[src/ao_periph_cfg.svh]
/*
 * Always-on peripheral configuration: page map, register offsets and sizes
 */
`ifndef AO_PERIPH_CFG_SVH
`define AO_PERIPH_CFG_SVH

// Address bits that pick a peripheral page
`define AO_PAGE_LSB 12
`define AO_PAGE_MSB 15

`define SOC_CTRL_PAGE  4'd0
`define FAST_INTR_PAGE 4'd1
`define GPIO_PAGE      4'd2

`define NUM_FAST_INTR 15
`define NUM_GPIO      8

// SoC control
`define SOC_EXIT_VALID_OFFSET  12'h000
`define SOC_EXIT_VALUE_OFFSET  12'h004
`define SOC_BOOT_SELECT_OFFSET 12'h008

// Fast interrupt controller
`define FIC_PENDING_OFFSET 12'h000
`define FIC_CLEAR_OFFSET   12'h004
`define FIC_ENABLE_OFFSET  12'h008

// GPIO
`define GPIO_IN_OFFSET          12'h000
`define GPIO_OUT_OFFSET         12'h004
`define GPIO_OUT_EN_OFFSET      12'h008
`define GPIO_INTR_EN_OFFSET     12'h00C
`define GPIO_INTR_STATUS_OFFSET 12'h010

`endif

[src/ao_periph_pkg.sv]
/*
 * Always-on peripheral types: bus widths, interrupt and pin vectors, bridge states
 */
`include "ao_periph_cfg.svh"

package ao_periph_pkg;

  typedef logic [31:0] addr_t;
  typedef logic [31:0] data_t;
  typedef logic [3:0]  strb_t;
  typedef logic [1:0]  sel_t;

  typedef logic [`NUM_FAST_INTR-1:0] fast_intr_t;
  typedef logic [`NUM_GPIO-1:0]      gpio_t;

  typedef enum logic [1:0] {IDLE, ACCESS, RESP} bridge_state_e;

  // Byte lanes with a strobe take the new data
  function automatic data_t strb_merge(data_t old_d, data_t new_d, strb_t strb);
    data_t res;
    res = old_d;
    for (int i = 0; i < 4; i++) begin
      if (strb[i]) begin
        res[8*i+:8] = new_d[8*i+:8];
      end
    end
    return res;
  endfunction

endpackage

[src/ao_peripheral_subsystem.sv]
/*
 * Always-on peripheral subsystem: OBI slave port, register bus demux,
 * SoC control, fast interrupt controller and GPIO
 */
`timescale 1ns/1ps

module ao_peripheral_subsystem (
  input  logic                      clk_i,
  input  logic                      rst_i,
  input  logic                      slave_req_i,
  input  logic                      slave_we_i,
  input  ao_periph_pkg::addr_t      slave_addr_i,
  input  ao_periph_pkg::data_t      slave_wdata_i,
  input  ao_periph_pkg::strb_t      slave_be_i,
  output logic                      slave_gnt_o,
  output logic                      slave_rvalid_o,
  output ao_periph_pkg::data_t      slave_rdata_o,
  output logic                      slave_err_o,
  input  logic                      boot_select_i,
  output logic                      exit_valid_o,
  output ao_periph_pkg::data_t      exit_value_o,
  input  ao_periph_pkg::fast_intr_t fast_intr_i,
  output ao_periph_pkg::fast_intr_t fast_intr_o,
  input  ao_periph_pkg::gpio_t      cio_gpio_i,
  output ao_periph_pkg::gpio_t      cio_gpio_o,
  output ao_periph_pkg::gpio_t      cio_gpio_en_o,
  output ao_periph_pkg::gpio_t      intr_gpio_o
);

  // Bridge to demux
  logic                 reg_valid;
  logic                 reg_write;
  ao_periph_pkg::addr_t reg_addr;
  ao_periph_pkg::data_t reg_wdata;
  ao_periph_pkg::strb_t reg_wstrb;
  ao_periph_pkg::data_t reg_rdata;
  logic                 reg_error;
  logic                 reg_ready;

  // Demux to peripherals
  logic                 soc_valid;
  logic                 fic_valid;
  logic                 gpio_valid;
  logic                 per_write;
  ao_periph_pkg::addr_t per_addr;
  ao_periph_pkg::data_t per_wdata;
  ao_periph_pkg::strb_t per_wstrb;
  ao_periph_pkg::data_t soc_rdata;
  ao_periph_pkg::data_t fic_rdata;
  ao_periph_pkg::data_t gpio_rdata;

  obi_reg_bridge obi_reg_bridge_i (
    .clk_i,
    .rst_i,
    .slave_req_i,
    .slave_we_i,
    .slave_addr_i,
    .slave_wdata_i,
    .slave_be_i,
    .slave_gnt_o,
    .slave_rvalid_o,
    .slave_rdata_o,
    .slave_err_o,
    .reg_valid_o(reg_valid),
    .reg_write_o(reg_write),
    .reg_addr_o (reg_addr),
    .reg_wdata_o(reg_wdata),
    .reg_wstrb_o(reg_wstrb),
    .reg_rdata_i(reg_rdata),
    .reg_error_i(reg_error),
    .reg_ready_i(reg_ready)
  );

  ao_reg_demux ao_reg_demux_i (
    .reg_valid_i (reg_valid),
    .reg_write_i (reg_write),
    .reg_addr_i  (reg_addr),
    .reg_wdata_i (reg_wdata),
    .reg_wstrb_i (reg_wstrb),
    .reg_rdata_o (reg_rdata),
    .reg_error_o (reg_error),
    .reg_ready_o (reg_ready),
    .soc_valid_o (soc_valid),
    .fic_valid_o (fic_valid),
    .gpio_valid_o(gpio_valid),
    .write_o     (per_write),
    .addr_o      (per_addr),
    .wdata_o     (per_wdata),
    .wstrb_o     (per_wstrb),
    .soc_rdata_i (soc_rdata),
    .fic_rdata_i (fic_rdata),
    .gpio_rdata_i(gpio_rdata)
  );

  soc_ctrl soc_ctrl_i (
    .clk_i,
    .rst_i,
    .valid_i(soc_valid),
    .write_i(per_write),
    .addr_i (per_addr),
    .wdata_i(per_wdata),
    .wstrb_i(per_wstrb),
    .boot_select_i,
    .rdata_o(soc_rdata),
    .exit_valid_o,
    .exit_value_o
  );

  fast_intr_ctrl fast_intr_ctrl_i (
    .clk_i,
    .rst_i,
    .valid_i(fic_valid),
    .write_i(per_write),
    .addr_i (per_addr),
    .wdata_i(per_wdata),
    .wstrb_i(per_wstrb),
    .fast_intr_i,
    .rdata_o(fic_rdata),
    .fast_intr_o
  );

  gpio_ao gpio_ao_i (
    .clk_i,
    .rst_i,
    .valid_i(gpio_valid),
    .write_i(per_write),
    .addr_i (per_addr),
    .wdata_i(per_wdata),
    .wstrb_i(per_wstrb),
    .cio_gpio_i,
    .rdata_o(gpio_rdata),
    .cio_gpio_o,
    .cio_gpio_en_o,
    .intr_gpio_o
  );

endmodule

[src/ao_reg_demux.sv]
/*
 * Register bus demux: page decode, request routing and response select
 */
`timescale 1ns/1ps
`include "ao_periph_cfg.svh"

module ao_reg_demux (
  input  logic                 reg_valid_i,
  input  logic                 reg_write_i,
  input  ao_periph_pkg::addr_t reg_addr_i,
  input  ao_periph_pkg::data_t reg_wdata_i,
  input  ao_periph_pkg::strb_t reg_wstrb_i,
  output ao_periph_pkg::data_t reg_rdata_o,
  output logic                 reg_error_o,
  output logic                 reg_ready_o,
  output logic                 soc_valid_o,
  output logic                 fic_valid_o,
  output logic                 gpio_valid_o,
  output logic                 write_o,
  output ao_periph_pkg::addr_t addr_o,
  output ao_periph_pkg::data_t wdata_o,
  output ao_periph_pkg::strb_t wstrb_o,
  input  ao_periph_pkg::data_t soc_rdata_i,
  input  ao_periph_pkg::data_t fic_rdata_i,
  input  ao_periph_pkg::data_t gpio_rdata_i
);

  logic [`AO_PAGE_MSB-`AO_PAGE_LSB:0] page;
  ao_periph_pkg::sel_t                sel;
  logic                               hit;

  assign page = reg_addr_i[`AO_PAGE_MSB:`AO_PAGE_LSB];

  always_comb begin
    sel = 2'd0;
    hit = 1'b1;
    case (page)
      `SOC_CTRL_PAGE:  sel = 2'd0;
      `FAST_INTR_PAGE: sel = 2'd1;
      `GPIO_PAGE:      sel = 2'd2;
      default:         hit = 1'b0;
    endcase
  end

  assign soc_valid_o  = reg_valid_i & hit & (sel == 2'd0);
  assign fic_valid_o  = reg_valid_i & hit & (sel == 2'd1);
  assign gpio_valid_o = reg_valid_i & hit & (sel == 2'd2);

  assign write_o = reg_write_i;
  assign addr_o  = reg_addr_i;
  assign wdata_o = reg_wdata_i;
  assign wstrb_o = reg_wstrb_i;

  // Unmapped pages still complete, with an error
  assign reg_ready_o = reg_valid_i;
  assign reg_error_o = reg_valid_i & ~hit;

  always_comb begin
    reg_rdata_o = '0;
    if (hit) begin
      case (sel)
        2'd0:    reg_rdata_o = soc_rdata_i;
        2'd1:    reg_rdata_o = fic_rdata_i;
        2'd2:    reg_rdata_o = gpio_rdata_i;
        default: reg_rdata_o = '0;
      endcase
    end
  end

endmodule

[src/fast_intr_ctrl.sv]
/*
 * Fast interrupt controller: latched pending lines, enable mask, write-one clear
 */
`timescale 1ns/1ps
`include "ao_periph_cfg.svh"

module fast_intr_ctrl (
  input  logic                      clk_i,
  input  logic                      rst_i,
  input  logic                      valid_i,
  input  logic                      write_i,
  input  ao_periph_pkg::addr_t      addr_i,
  input  ao_periph_pkg::data_t      wdata_i,
  input  ao_periph_pkg::strb_t      wstrb_i,
  input  ao_periph_pkg::fast_intr_t fast_intr_i,
  output ao_periph_pkg::data_t      rdata_o,
  output ao_periph_pkg::fast_intr_t fast_intr_o
);

  logic [`AO_PAGE_LSB-1:0]   offset;
  logic                      wr_en;
  ao_periph_pkg::fast_intr_t pending_q;
  ao_periph_pkg::fast_intr_t enable_q;
  ao_periph_pkg::fast_intr_t clear_mask;
  ao_periph_pkg::data_t      enable_wr;
  ao_periph_pkg::data_t      clear_wr;

  assign offset = addr_i[`AO_PAGE_LSB-1:0];
  assign wr_en  = valid_i & write_i;

  assign enable_wr = ao_periph_pkg::strb_merge(ao_periph_pkg::data_t'(enable_q),
                                               wdata_i, wstrb_i);
  assign clear_wr  = ao_periph_pkg::strb_merge('0, wdata_i, wstrb_i);

  assign clear_mask = (wr_en && offset == `FIC_CLEAR_OFFSET) ?
                      ao_periph_pkg::fast_intr_t'(clear_wr) : '0;

  always_ff @(posedge clk_i) begin
    if (rst_i) begin
      pending_q <= '0;
      enable_q  <= '0;
    end else begin
      // An active line wins over its own clear
      pending_q <= (pending_q & ~clear_mask) | fast_intr_i;
      if (wr_en && offset == `FIC_ENABLE_OFFSET) begin
        enable_q <= ao_periph_pkg::fast_intr_t'(enable_wr);
      end
    end
  end

  always_comb begin
    case (offset)
      `FIC_PENDING_OFFSET: rdata_o = ao_periph_pkg::data_t'(pending_q);
      `FIC_ENABLE_OFFSET:  rdata_o = ao_periph_pkg::data_t'(enable_q);
      default:             rdata_o = '0;
    endcase
  end

  assign fast_intr_o = pending_q & enable_q;

endmodule

[src/gpio_ao.sv]
/*
 * Always-on GPIO: output and enable registers, synchronised input, edge interrupts
 */
`timescale 1ns/1ps
`include "ao_periph_cfg.svh"

module gpio_ao (
  input  logic                 clk_i,
  input  logic                 rst_i,
  input  logic                 valid_i,
  input  logic                 write_i,
  input  ao_periph_pkg::addr_t addr_i,
  input  ao_periph_pkg::data_t wdata_i,
  input  ao_periph_pkg::strb_t wstrb_i,
  input  ao_periph_pkg::gpio_t cio_gpio_i,
  output ao_periph_pkg::data_t rdata_o,
  output ao_periph_pkg::gpio_t cio_gpio_o,
  output ao_periph_pkg::gpio_t cio_gpio_en_o,
  output ao_periph_pkg::gpio_t intr_gpio_o
);

  logic [`AO_PAGE_LSB-1:0] offset;
  logic                    wr_en;
  ao_periph_pkg::gpio_t    in_meta_q;
  ao_periph_pkg::gpio_t    in_sync_q;
  ao_periph_pkg::gpio_t    in_prev_q;
  ao_periph_pkg::gpio_t    out_q;
  ao_periph_pkg::gpio_t    out_en_q;
  ao_periph_pkg::gpio_t    intr_en_q;
  ao_periph_pkg::gpio_t    status_q;
  ao_periph_pkg::gpio_t    rise;
  ao_periph_pkg::gpio_t    clear_mask;
  ao_periph_pkg::data_t    wr_merged;

  assign offset = addr_i[`AO_PAGE_LSB-1:0];
  assign wr_en  = valid_i & write_i;

  // Two-flop synchroniser, third flop for edge detection
  always_ff @(posedge clk_i) begin
    in_meta_q <= cio_gpio_i;
    in_sync_q <= in_meta_q;
    in_prev_q <= in_sync_q;
  end

  assign rise = in_sync_q & ~in_prev_q & intr_en_q;

  // Merge base is zero, which serves the write-one clear directly
  assign wr_merged  = ao_periph_pkg::strb_merge('0, wdata_i, wstrb_i);
  assign clear_mask = (wr_en && offset == `GPIO_INTR_STATUS_OFFSET) ?
                      ao_periph_pkg::gpio_t'(wr_merged) : '0;

  always_ff @(posedge clk_i) begin
    if (rst_i) begin
      out_q     <= '0;
      out_en_q  <= '0;
      intr_en_q <= '0;
      status_q  <= '0;
    end else begin
      status_q <= (status_q & ~clear_mask) | rise;
      if (wr_en && wstrb_i[0]) begin
        case (offset)
          `GPIO_OUT_OFFSET:     out_q     <= ao_periph_pkg::gpio_t'(wr_merged);
          `GPIO_OUT_EN_OFFSET:  out_en_q  <= ao_periph_pkg::gpio_t'(wr_merged);
          `GPIO_INTR_EN_OFFSET: intr_en_q <= ao_periph_pkg::gpio_t'(wr_merged);
          default: ;
        endcase
      end
    end
  end

  always_comb begin
    case (offset)
      `GPIO_IN_OFFSET:          rdata_o = ao_periph_pkg::data_t'(in_sync_q);
      `GPIO_OUT_OFFSET:         rdata_o = ao_periph_pkg::data_t'(out_q);
      `GPIO_OUT_EN_OFFSET:      rdata_o = ao_periph_pkg::data_t'(out_en_q);
      `GPIO_INTR_EN_OFFSET:     rdata_o = ao_periph_pkg::data_t'(intr_en_q);
      `GPIO_INTR_STATUS_OFFSET: rdata_o = ao_periph_pkg::data_t'(status_q);
      default:                  rdata_o = '0;
    endcase
  end

  assign cio_gpio_o    = out_q;
  assign cio_gpio_en_o = out_en_q;
  assign intr_gpio_o   = status_q;

endmodule

[src/obi_reg_bridge.sv]
/*
 * OBI to register bus bridge
 * One request in flight, response two cycles after grant
 */
`timescale 1ns/1ps

module obi_reg_bridge (
  input  logic                 clk_i,
  input  logic                 rst_i,
  input  logic                 slave_req_i,
  input  logic                 slave_we_i,
  input  ao_periph_pkg::addr_t slave_addr_i,
  input  ao_periph_pkg::data_t slave_wdata_i,
  input  ao_periph_pkg::strb_t slave_be_i,
  output logic                 slave_gnt_o,
  output logic                 slave_rvalid_o,
  output ao_periph_pkg::data_t slave_rdata_o,
  output logic                 slave_err_o,
  output logic                 reg_valid_o,
  output logic                 reg_write_o,
  output ao_periph_pkg::addr_t reg_addr_o,
  output ao_periph_pkg::data_t reg_wdata_o,
  output ao_periph_pkg::strb_t reg_wstrb_o,
  input  ao_periph_pkg::data_t reg_rdata_i,
  input  logic                 reg_error_i,
  input  logic                 reg_ready_i
);

  ao_periph_pkg::bridge_state_e state_q;

  logic                 we_q;
  ao_periph_pkg::addr_t addr_q;
  ao_periph_pkg::data_t wdata_q;
  ao_periph_pkg::strb_t be_q;
  ao_periph_pkg::data_t rdata_q;
  logic                 err_q;

  always_ff @(posedge clk_i) begin
    if (rst_i) begin
      state_q <= ao_periph_pkg::IDLE;
    end else begin
      case (state_q)
        ao_periph_pkg::IDLE: begin
          if (slave_req_i) begin
            state_q <= ao_periph_pkg::ACCESS;
          end
        end
        ao_periph_pkg::ACCESS: begin
          if (reg_ready_i) begin
            state_q <= ao_periph_pkg::RESP;
          end
        end
        default: state_q <= ao_periph_pkg::IDLE;
      endcase
    end
  end

  // Request captured on grant, response captured on ready
  always_ff @(posedge clk_i) begin
    if (slave_gnt_o && slave_req_i) begin
      we_q    <= slave_we_i;
      addr_q  <= slave_addr_i;
      wdata_q <= slave_wdata_i;
      be_q    <= slave_be_i;
    end
    if (reg_valid_o && reg_ready_i) begin
      rdata_q <= reg_rdata_i;
      err_q   <= reg_error_i;
    end
  end

  assign slave_gnt_o    = (state_q == ao_periph_pkg::IDLE);
  assign reg_valid_o    = (state_q == ao_periph_pkg::ACCESS);
  assign slave_rvalid_o = (state_q == ao_periph_pkg::RESP);
  assign slave_rdata_o  = rdata_q;
  assign slave_err_o    = err_q;

  assign reg_write_o = we_q;
  assign reg_addr_o  = addr_q;
  assign reg_wdata_o = wdata_q;
  assign reg_wstrb_o = be_q;

  // Grant stays low until the response, which never overlaps a grant
  assert property (@(posedge clk_i) disable iff (rst_i)
    slave_req_i && slave_gnt_o |=> !slave_gnt_o ##1 (slave_rvalid_o && !slave_gnt_o))
    else $error("OBI response not two cycles after grant");

  // Peripherals answer in the access cycle
  assert property (@(posedge clk_i) disable iff (rst_i) reg_valid_o |-> reg_ready_i)
    else $error("register access without ready");

endmodule

[src/soc_ctrl.sv]
/*
 * SoC control: exit value and exit flag, boot-select status
 */
`timescale 1ns/1ps
`include "ao_periph_cfg.svh"

module soc_ctrl (
  input  logic                 clk_i,
  input  logic                 rst_i,
  input  logic                 valid_i,
  input  logic                 write_i,
  input  ao_periph_pkg::addr_t addr_i,
  input  ao_periph_pkg::data_t wdata_i,
  input  ao_periph_pkg::strb_t wstrb_i,
  input  logic                 boot_select_i,
  output ao_periph_pkg::data_t rdata_o,
  output logic                 exit_valid_o,
  output ao_periph_pkg::data_t exit_value_o
);

  logic [`AO_PAGE_LSB-1:0] offset;
  logic                    wr_en;
  logic                    exit_valid_q;
  ao_periph_pkg::data_t    exit_value_q;
  logic                    boot_select_q;

  assign offset = addr_i[`AO_PAGE_LSB-1:0];
  assign wr_en  = valid_i & write_i;

  always_ff @(posedge clk_i) begin
    if (rst_i) begin
      exit_valid_q <= 1'b0;
      exit_value_q <= '0;
    end else if (wr_en) begin
      case (offset)
        `SOC_EXIT_VALID_OFFSET: begin
          // Flag lives in bit 0, so only lane 0 matters
          if (wstrb_i[0]) begin
            exit_valid_q <= wdata_i[0];
          end
        end
        `SOC_EXIT_VALUE_OFFSET: begin
          exit_value_q <= ao_periph_pkg::strb_merge(exit_value_q, wdata_i, wstrb_i);
        end
        default: ;
      endcase
    end
  end

  always_ff @(posedge clk_i) begin
    boot_select_q <= boot_select_i;
  end

  always_comb begin
    case (offset)
      `SOC_EXIT_VALID_OFFSET:  rdata_o = {31'b0, exit_valid_q};
      `SOC_EXIT_VALUE_OFFSET:  rdata_o = exit_value_q;
      `SOC_BOOT_SELECT_OFFSET: rdata_o = {31'b0, boot_select_q};
      default:                 rdata_o = '0;
    endcase
  end

  assign exit_valid_o = exit_valid_q;
  assign exit_value_o = exit_value_q;

endmodule

[config.mk]
export PLATFORM = sky130hd
export DESIGN_NAME = ao_peripheral_subsystem
export DESIGN_NICKNAME = d
export VERILOG_FILES = /design/src/ao_periph_pkg.sv /design/src/ao_peripheral_subsystem.sv /design/src/ao_reg_demux.sv /design/src/fast_intr_ctrl.sv /design/src/gpio_ao.sv /design/src/obi_reg_bridge.sv /design/src/soc_ctrl.sv
export VERILOG_INCLUDE_DIRS = /design/src
export SDC_FILE = /design/constraint.sdc
export NUM_CORES = 1
export LEC_CHECK = 0
export ABC_AREA = 1
export BUFFER_PORTS_ARGS = -buffer_cell sky130_fd_sc_hd__buf_2
export CAP_MARGIN = 20
export CORE_MARGIN = 2
export CORE_UTILIZATION = 45
export DETAILED_ROUTE_END_ITERATION = 8
export HOLD_SLACK_MARGIN = 0.06
export PLACE_DENSITY = 0.74
export SLEW_MARGIN = 20
export SYNTH_ARGS = -nofsm -noshare
export SYNTH_HDL_FRONTEND = slang
export SYNTH_SLANG_ARGS = --single-unit
[constraint.sdc]
create_clock -name clk_i -period 5.2 [get_ports clk_i]
set_clock_uncertainty 0.15 [all_clocks]
set_input_delay 0.78 -clock clk_i [delete_from_list [all_inputs] [get_ports clk_i]]
set_output_delay 0.78 -clock clk_i [all_outputs]
set_load 0.05 [all_outputs]
== Word-level counts from Yosys, hierarchy flattened ==
Cells that the tools add are included.

* Output and inout port bits: 107
* Bits of input ports: 96
* Logic and storage cells: 85
* Register bits after elaboration: 208

* Equality and inequality tests: 11
* Bitwise operators: 19
* Reduce and logical (&&, ||, !) cells: 20
* Muxes and demuxes: 12

{| class="wikitable"
|+ Operators by type and width
! operator !! count
|-
| one-hot mux 32 bit (3 select lines) || 2
|-
| one-hot mux 8 bit (5 select lines) || 1
|-
| bitwise AND 15 bit || 2
|-
| one-hot mux 15 bit (2 select lines) || 1
|-
| bitwise AND 8 bit || 3
|-
| equality test 12 x 4 -> 1 bit, second input constant || 2
|-
| two-way mux 8 bit || 2
|-
| NOT 8 bit || 2
|-
| two-way mux 15 bit || 1
|-
| NOT 15 bit || 1
|-
| OR 15 bit || 1
|-
| AND reduction 3 bit || 5
|-
| equality test 12 x 3 -> 1 bit, second input constant || 1
|-
| equality test 12 x 5 -> 1 bit, second input constant || 1
|-
| logical NOT 12 bit || 1
|-
| AND reduction 2 bit || 5
|-
| bitwise AND 1 bit || 8
|-
| OR 8 bit || 1
|-
| one-hot mux 2 bit (2 select lines) || 2
|-
| two-way mux 7 bit || 1
|-
| logical AND 1 bit || 5
|-
| equality test 2 x 1 -> 1 bit, second input constant || 2
|-
| equality test 2 bit, second input constant || 2
|-
| equality test 4 x 1 -> 1 bit, second input constant || 1
|-
| other kinds (8) || 9
|}

== Logic depth before layout (Yosys ltp) ==
* Depth after elaboration: 11
* Depth in mapped cells: 12
* Gate-level depth less buffers: 12

== By module ==
Synthesis repeated with hierarchy kept, for this count alone.

* Cells, all modules: 1,380
* Area, all modules: 11,329.6 µm²

{| class="wikitable"
|+ Modules (own cells, without submodules)
! module !! sequential area each (µm²) !! cells an instance !! area an instance (µm²) !! times used
|-
| obi_reg_bridge || 3,103.0 || 116 || 3,160.5 || 1
|-
| gpio_ao || 1,121.1 || 319 || 2,605.0 || 1
|-
| soc_ctrl || 680.7 || 341 || 2,010.7 || 1
|-
| fast_intr_ctrl || 600.6 || 305 || 1,945.6 || 1
|-
| ao_reg_demux || 0.0 || 299 || 1,607.8 || 1
|}

== Worst setup path before layout ==
OpenSTA, ideal clock, no wires.

* Path kind: in2reg
* From: in slave_req_i
* To: reg obi_reg_bridge_i.addr_q[0] (netlist: obi_reg_bridge_i.reg_addr_o[0]), enable pin
* Data required time: 4,521 ps
* Setup time: 529 ps
* Buffers on the path: 0
* Arrival: 4,422 ps
* Slack: 98 ps
* Cell stages on the path: 2
* Cells stage by stage: inv_1 nor3_1

* Longest elaborated chain between the ends: 1

{| class="wikitable"
|+ Ends and longest elaborated chain
! what !! line !! source
|-
| start: declaration || ao_peripheral_subsystem.sv:10 || <nowiki>input logic slave_req_i,</nowiki>
|-
| logical AND 1 bit || obi_reg_bridge.sv:60 || <nowiki>if (slave_gnt_o && slave_req_i) begin</nowiki>
|-
| end signal: assignment || obi_reg_bridge.sv:62 || <nowiki>addr_q <= slave_addr_i;</nowiki>
|-
| end: declaration || obi_reg_bridge.sv:32 || <nowiki>ao_periph_pkg::addr_t addr_q;</nowiki>
|}

Every way passes these cells.
A chain may end at the register's enable or synchronous reset.

== Worst setup path in the final report ==
* From: reg obi_reg_bridge_i.state_q[0]
* To: reg fast_intr_ctrl_i.pending_q[9]

* Longest elaborated chain between the ends: 9

{| class="wikitable"
|+ Ends and longest elaborated chain
! what !! line !! source
|-
| start: declaration || obi_reg_bridge.sv:29 || <nowiki>ao_periph_pkg::bridge_state_e state_q;</nowiki>
|-
| start signal: assignment || obi_reg_bridge.sv:40 || <nowiki>state_q <= ao_periph_pkg::IDLE;</nowiki>
|-
| start signal: assignment || obi_reg_bridge.sv:45 || <nowiki>state_q <= ao_periph_pkg::ACCESS;</nowiki>
|-
| start signal: assignment || obi_reg_bridge.sv:50 || <nowiki>state_q <= ao_periph_pkg::RESP;</nowiki>
|-
| equality test 2 x 1 -> 1 bit || obi_reg_bridge.sv:73 || <nowiki>assign reg_valid_o = (state_q == ao_periph_pkg::ACCESS);</nowiki>
|-
| bitwise AND 1 bit (2 in series) || ao_reg_demux.sv:46 || <nowiki>assign fic_valid_o = reg_valid_i & hit & (sel == 2'd1);</nowiki>
|-
| bitwise AND 1 bit || fast_intr_ctrl.sv:29 || <nowiki>assign wr_en = valid_i & write_i;</nowiki>
|-
| logical AND 1 bit (no line) || - ||
|-
| two-way mux 15 bit || fast_intr_ctrl.sv:35 || <nowiki>assign clear_mask = (wr_en && offset == `FIC_CLEAR_OFFSET) ?</nowiki>
|-
| NOT 15 bit || fast_intr_ctrl.sv:44 || <nowiki>pending_q <= (pending_q & ~clear_mask) | fast_intr_i;</nowiki>
|-
| bitwise AND 15 bit || fast_intr_ctrl.sv:44 ||
|-
| OR 15 bit || fast_intr_ctrl.sv:44 ||
|-
| end signal: assignment || fast_intr_ctrl.sv:44 ||
|-
| end: declaration || fast_intr_ctrl.sv:22 || <nowiki>ao_periph_pkg::fast_intr_t pending_q;</nowiki>
|}

Every way passes these cells.

==> results by group <==
Cells and area
  • Area Overhead vs Synth: 22.7%
  • Cell Count, Final, Fillers Out: 1,301
  • Final Instance Area: 9950 µm²
  • Layout Nets: 1,151
  • Fill cell count: 1,598
  • Fraction of layout cells with a size suffix above 1: 23.6%

Logic synthesis
  • Syn avg cell area: 9.32 µm²
  • Mapped Area: 8110 µm²
  • Most instantiated cells after synthesis: nand2_1 (131), dfxtp_1 (122), nor2_1 (106)
  • Top cell type by total area after synthesis: edfxtp_1
  • Syn Nets: 966
  • Top cell type's share of synthesized area: 31.9%
  • Post-synthesis async set-or-reset flop share: 0%
  • Synth Register Bits: 208
  • Post-synth EDFFs: 86
  • Post-synthesis sequential area ratio: 62.0%
  • Synth Warn #: 0
  • Synth Instances: 870
  • Main area contributors after synthesis: edfxtp_1 (32%), dfxtp_1 (30%), nand2_1 (6.1%), o21ai_0 (5.2%), nor2_1 (4.9%)
  • Top FF cell, synth: dfxtp_1
  • Cell with the most instances after synthesis: nand2_1
  • Synth unique cells: 28

Global route
  • First-pass GRT wire length: 32,500 µm
  • Grt ovf: 0
  • Largest net degree at the start of global routing: 44
  • GRT Resource Usage Total: 21.1%
  • Initial antenna violation count: 1
  • Vias in the first global route: 6,169

Clocking
  • CTS buffer count: 23
  • CTS tree: done
  • Clock latency on the worst-skew pair: 500 ps
  • Cts repair resizes: 0
  • Clk root buf: clkbuf_16
  • H-Tree Depth: 1
  • Clock-pin transition on the worst setup and hold timing paths: 60 ps
  • Hold_buf cts: 0
  • Longest Clk Path Bufs: 3
  • Clock Sinks: 208
  • Postcts setup bufs: 0

Drt
  • Via density: 5.09
  • WL/cell: 16.0 µm
  • Antenna-violating nets left: 0
  • DRC: 0
  • Drt total wl: 20,900 µm
  • Via count: 6,624
  • DR pass1 iterations: 5
  • 1st-iter DRT viols: 521

Timing
  • RSZ-0062 raised after global routing: false
  • Minimum clock period: 3060 ps
  • F_max: 0.327 GHz
  • Final setup fails: 0
  • Final hold violations: 0
  • Slew margin rel.: 30.8%
  • Crit share post-route: 58.9%
  • Hold_ws: 175 ps
  • Fin. max-slew vios: 0
  • Worst Tran Pin Value: 1040 ps
  • Setup TNS: 0 ps

Die
  • Die Area: 19,100 µm²
  • Ports: 203
  • Initial Utilization: 45.4%
  • Die Wd: 138 µm
  • Row count: 49
  • Die outline height: 138 µm
  • Core Box Area: 17,800 µm²

Worst hold path
  • Hold path endpoint: gpio_ao_i.in_sync_q[1]$_DFF_P_
  • Hold path startpoint: gpio_ao_i.in_meta_q[1]$_DFF_P_
  • Hold path cells: 0
  • Tightest Hold Check Type: register to register

Setup path
  • Reg2Reg Depth: 7
  • Critical Path RT: 5410 ps
  • CP arrival: 3270 ps
  • FF-to-FF Start: obi_reg_bridge_i.state_q[0]$_SDFFE_PP0P_
  • CP startpoint kind: register
  • Crit Path Max Fanout: 34
  • CP endpoint kind: register
  • Critical R2R Capture: fast_intr_ctrl_i.pending_q[9]$_SDFF_PP0_
  • Register-to-register setup slack: 2140 ps
  • Critical path class: register to register

Placed design
  • Placed cells: 1,259
  • Placer Congestion: 0.842
  • Port Buffer Count: 186
  • Area post-placement: 9220 µm²
  • Final HPWL DP: 14,100 µm

Outcome
  • Status: finished clean

Pwr
  • Power per cell area: 354 nW/µm²
  • Leakage power: 4.45 nW
  • VDD IR max: 0.000244 V
  • Design Power: 3.52 mW

Run
  • Max-capacitance violation count: 0
-- through the flow --
stage | util (%) | setup WS (ps)
floorplan | - | 98.3
finish | 55.8 | 2140
detailed placement | 51.7 | 2140
global placement | 51.7 | 2230
CTS | 55.8 | 2130
global route | 55.8 | 1910
-- kinds of logic after synthesis --
group                  Yosys count  share of synthesized area (%)
buffers and inverters          132                           6.48
DFF                            208                           62.0
and+or+nand+nor                354                           20.1
AOI/OAI and AO/OA              176                           11.4
-- where the power goes --
part	total (mW)	switching [mW]	internal (mW)
Sequential	1.79	0.0359	1.76
Clock	1.58	0.634	0.944
Combinational	0.148	0.106	0.0422
Total	3.52	0.775	2.74
-- state kept, by name, indices dropped and copies added, names as in the netlist --
name / flops
obi_reg_bridge_i.reg_wstrb_o: 4
soc_ctrl_i.boot_select_q: 1
gpio_ao_i.cio_gpio_en_o: 8
gpio_ao_i.intr_gpio_o: 8
obi_reg_bridge_i.reg_addr_o: 16
gpio_ao_i.cio_gpio_o: 8
obi_reg_bridge_i.reg_wdata_o: 32
soc_ctrl_i.exit_value_o: 32
gpio_ao_i.in_sync_q: 8
gpio_ao_i.in_prev_q: 8
fast_intr_ctrl_i.pending_q: 15
gpio_ao_i.in_meta_q: 8
obi_reg_bridge_i.reg_write_o: 1
obi_reg_bridge_i.slave_rdata_o: 32
soc_ctrl_i.exit_valid_o: 1
obi_reg_bridge_i.state_q: 2
gpio_ao_i.intr_en_q: 8
obi_reg_bridge_i.slave_err_o: 1
fast_intr_ctrl_i.enable_q: 15
-- worst max-delay path, stage by stage (launching register included) --
cell and delay, ps:
dfxtp_1 400, nand2_1 130, inv_2 610, nand2_2 190, nor2_8 230, nand4_1 660
o21ai_0 430, a21oi_1 100
-- routing by layer --
layer | global-route usage, % | vias up | wire (µm)
met3 | 4.36 | 47 | 1780
li1 | - | 3251 | -
met4 | 7.84 | 0 | 602
met5 | 0 | - | 0
met2 | 32.2 | 293 | 9300
met1 | 29.8 | 3033 | 9180
-- cell type report --
cell class,instances,area (µm²),area share (%)
multi-input cells,530,2560,25.7
clock buffers,32,629,6.33
clock inverters,9,101,1.02
flip-flops and latches,208,5020,50.5
well taps,229,287,2.88
inverters,102,383,3.85
repair buffers,190,961,9.66
diodes,1,2.50,0.0252
-- how the worst max path moves through the flow --
stage | start | end | slack (ps) | cells after the start
global route | obi_reg_bridge_i.state_q[0]$_SDFFE_PP0P_ | fast_intr_ctrl_i.pending_q[9]$_SDFF_PP0_ | 1910 | 7
finish | obi_reg_bridge_i.state_q[0]$_SDFFE_PP0P_ | fast_intr_ctrl_i.pending_q[9]$_SDFF_PP0_ | 2140 | 7
global placement | obi_reg_bridge_i.state_q[0]$_SDFFE_PP0P_ | fast_intr_ctrl_i.pending_q[13]$_SDFF_PP0_ | 2230 | 7
CTS | obi_reg_bridge_i.state_q[0]$_SDFFE_PP0P_ | fast_intr_ctrl_i.pending_q[9]$_SDFF_PP0_ | 2130 | 7
detailed placement | obi_reg_bridge_i.state_q[0]$_SDFFE_PP0P_ | fast_intr_ctrl_i.pending_q[9]$_SDFF_PP0_ | 2140 | 7
floorplan | slave_req_i | obi_reg_bridge_i.reg_addr_o[0]$_DFFE_PP_ | 100 | 2
-- cell usage in the layout, fill, tap and decap left out, types with 3 or more instances in the layout --
cell type,instances
clkinv_1,5
inv_1,94
nor2_4,5
inv_2,7
nand3b_1,11
nor2_1,106
nand2_1,131
nor2_2,7
edfxtp_1,86
buf_2,186
clkbuf_16,23
nor2_8,3
clkbuf_1,7
nand2_2,7
dfxtp_1,122
buf_4,4
nor3_1,17
a21oi_1,71
o21a_1,16
nand4_1,3
nand3_1,59
o21ai_0,85
o21ai_1,3
Power figures use the tool's default switching activity.
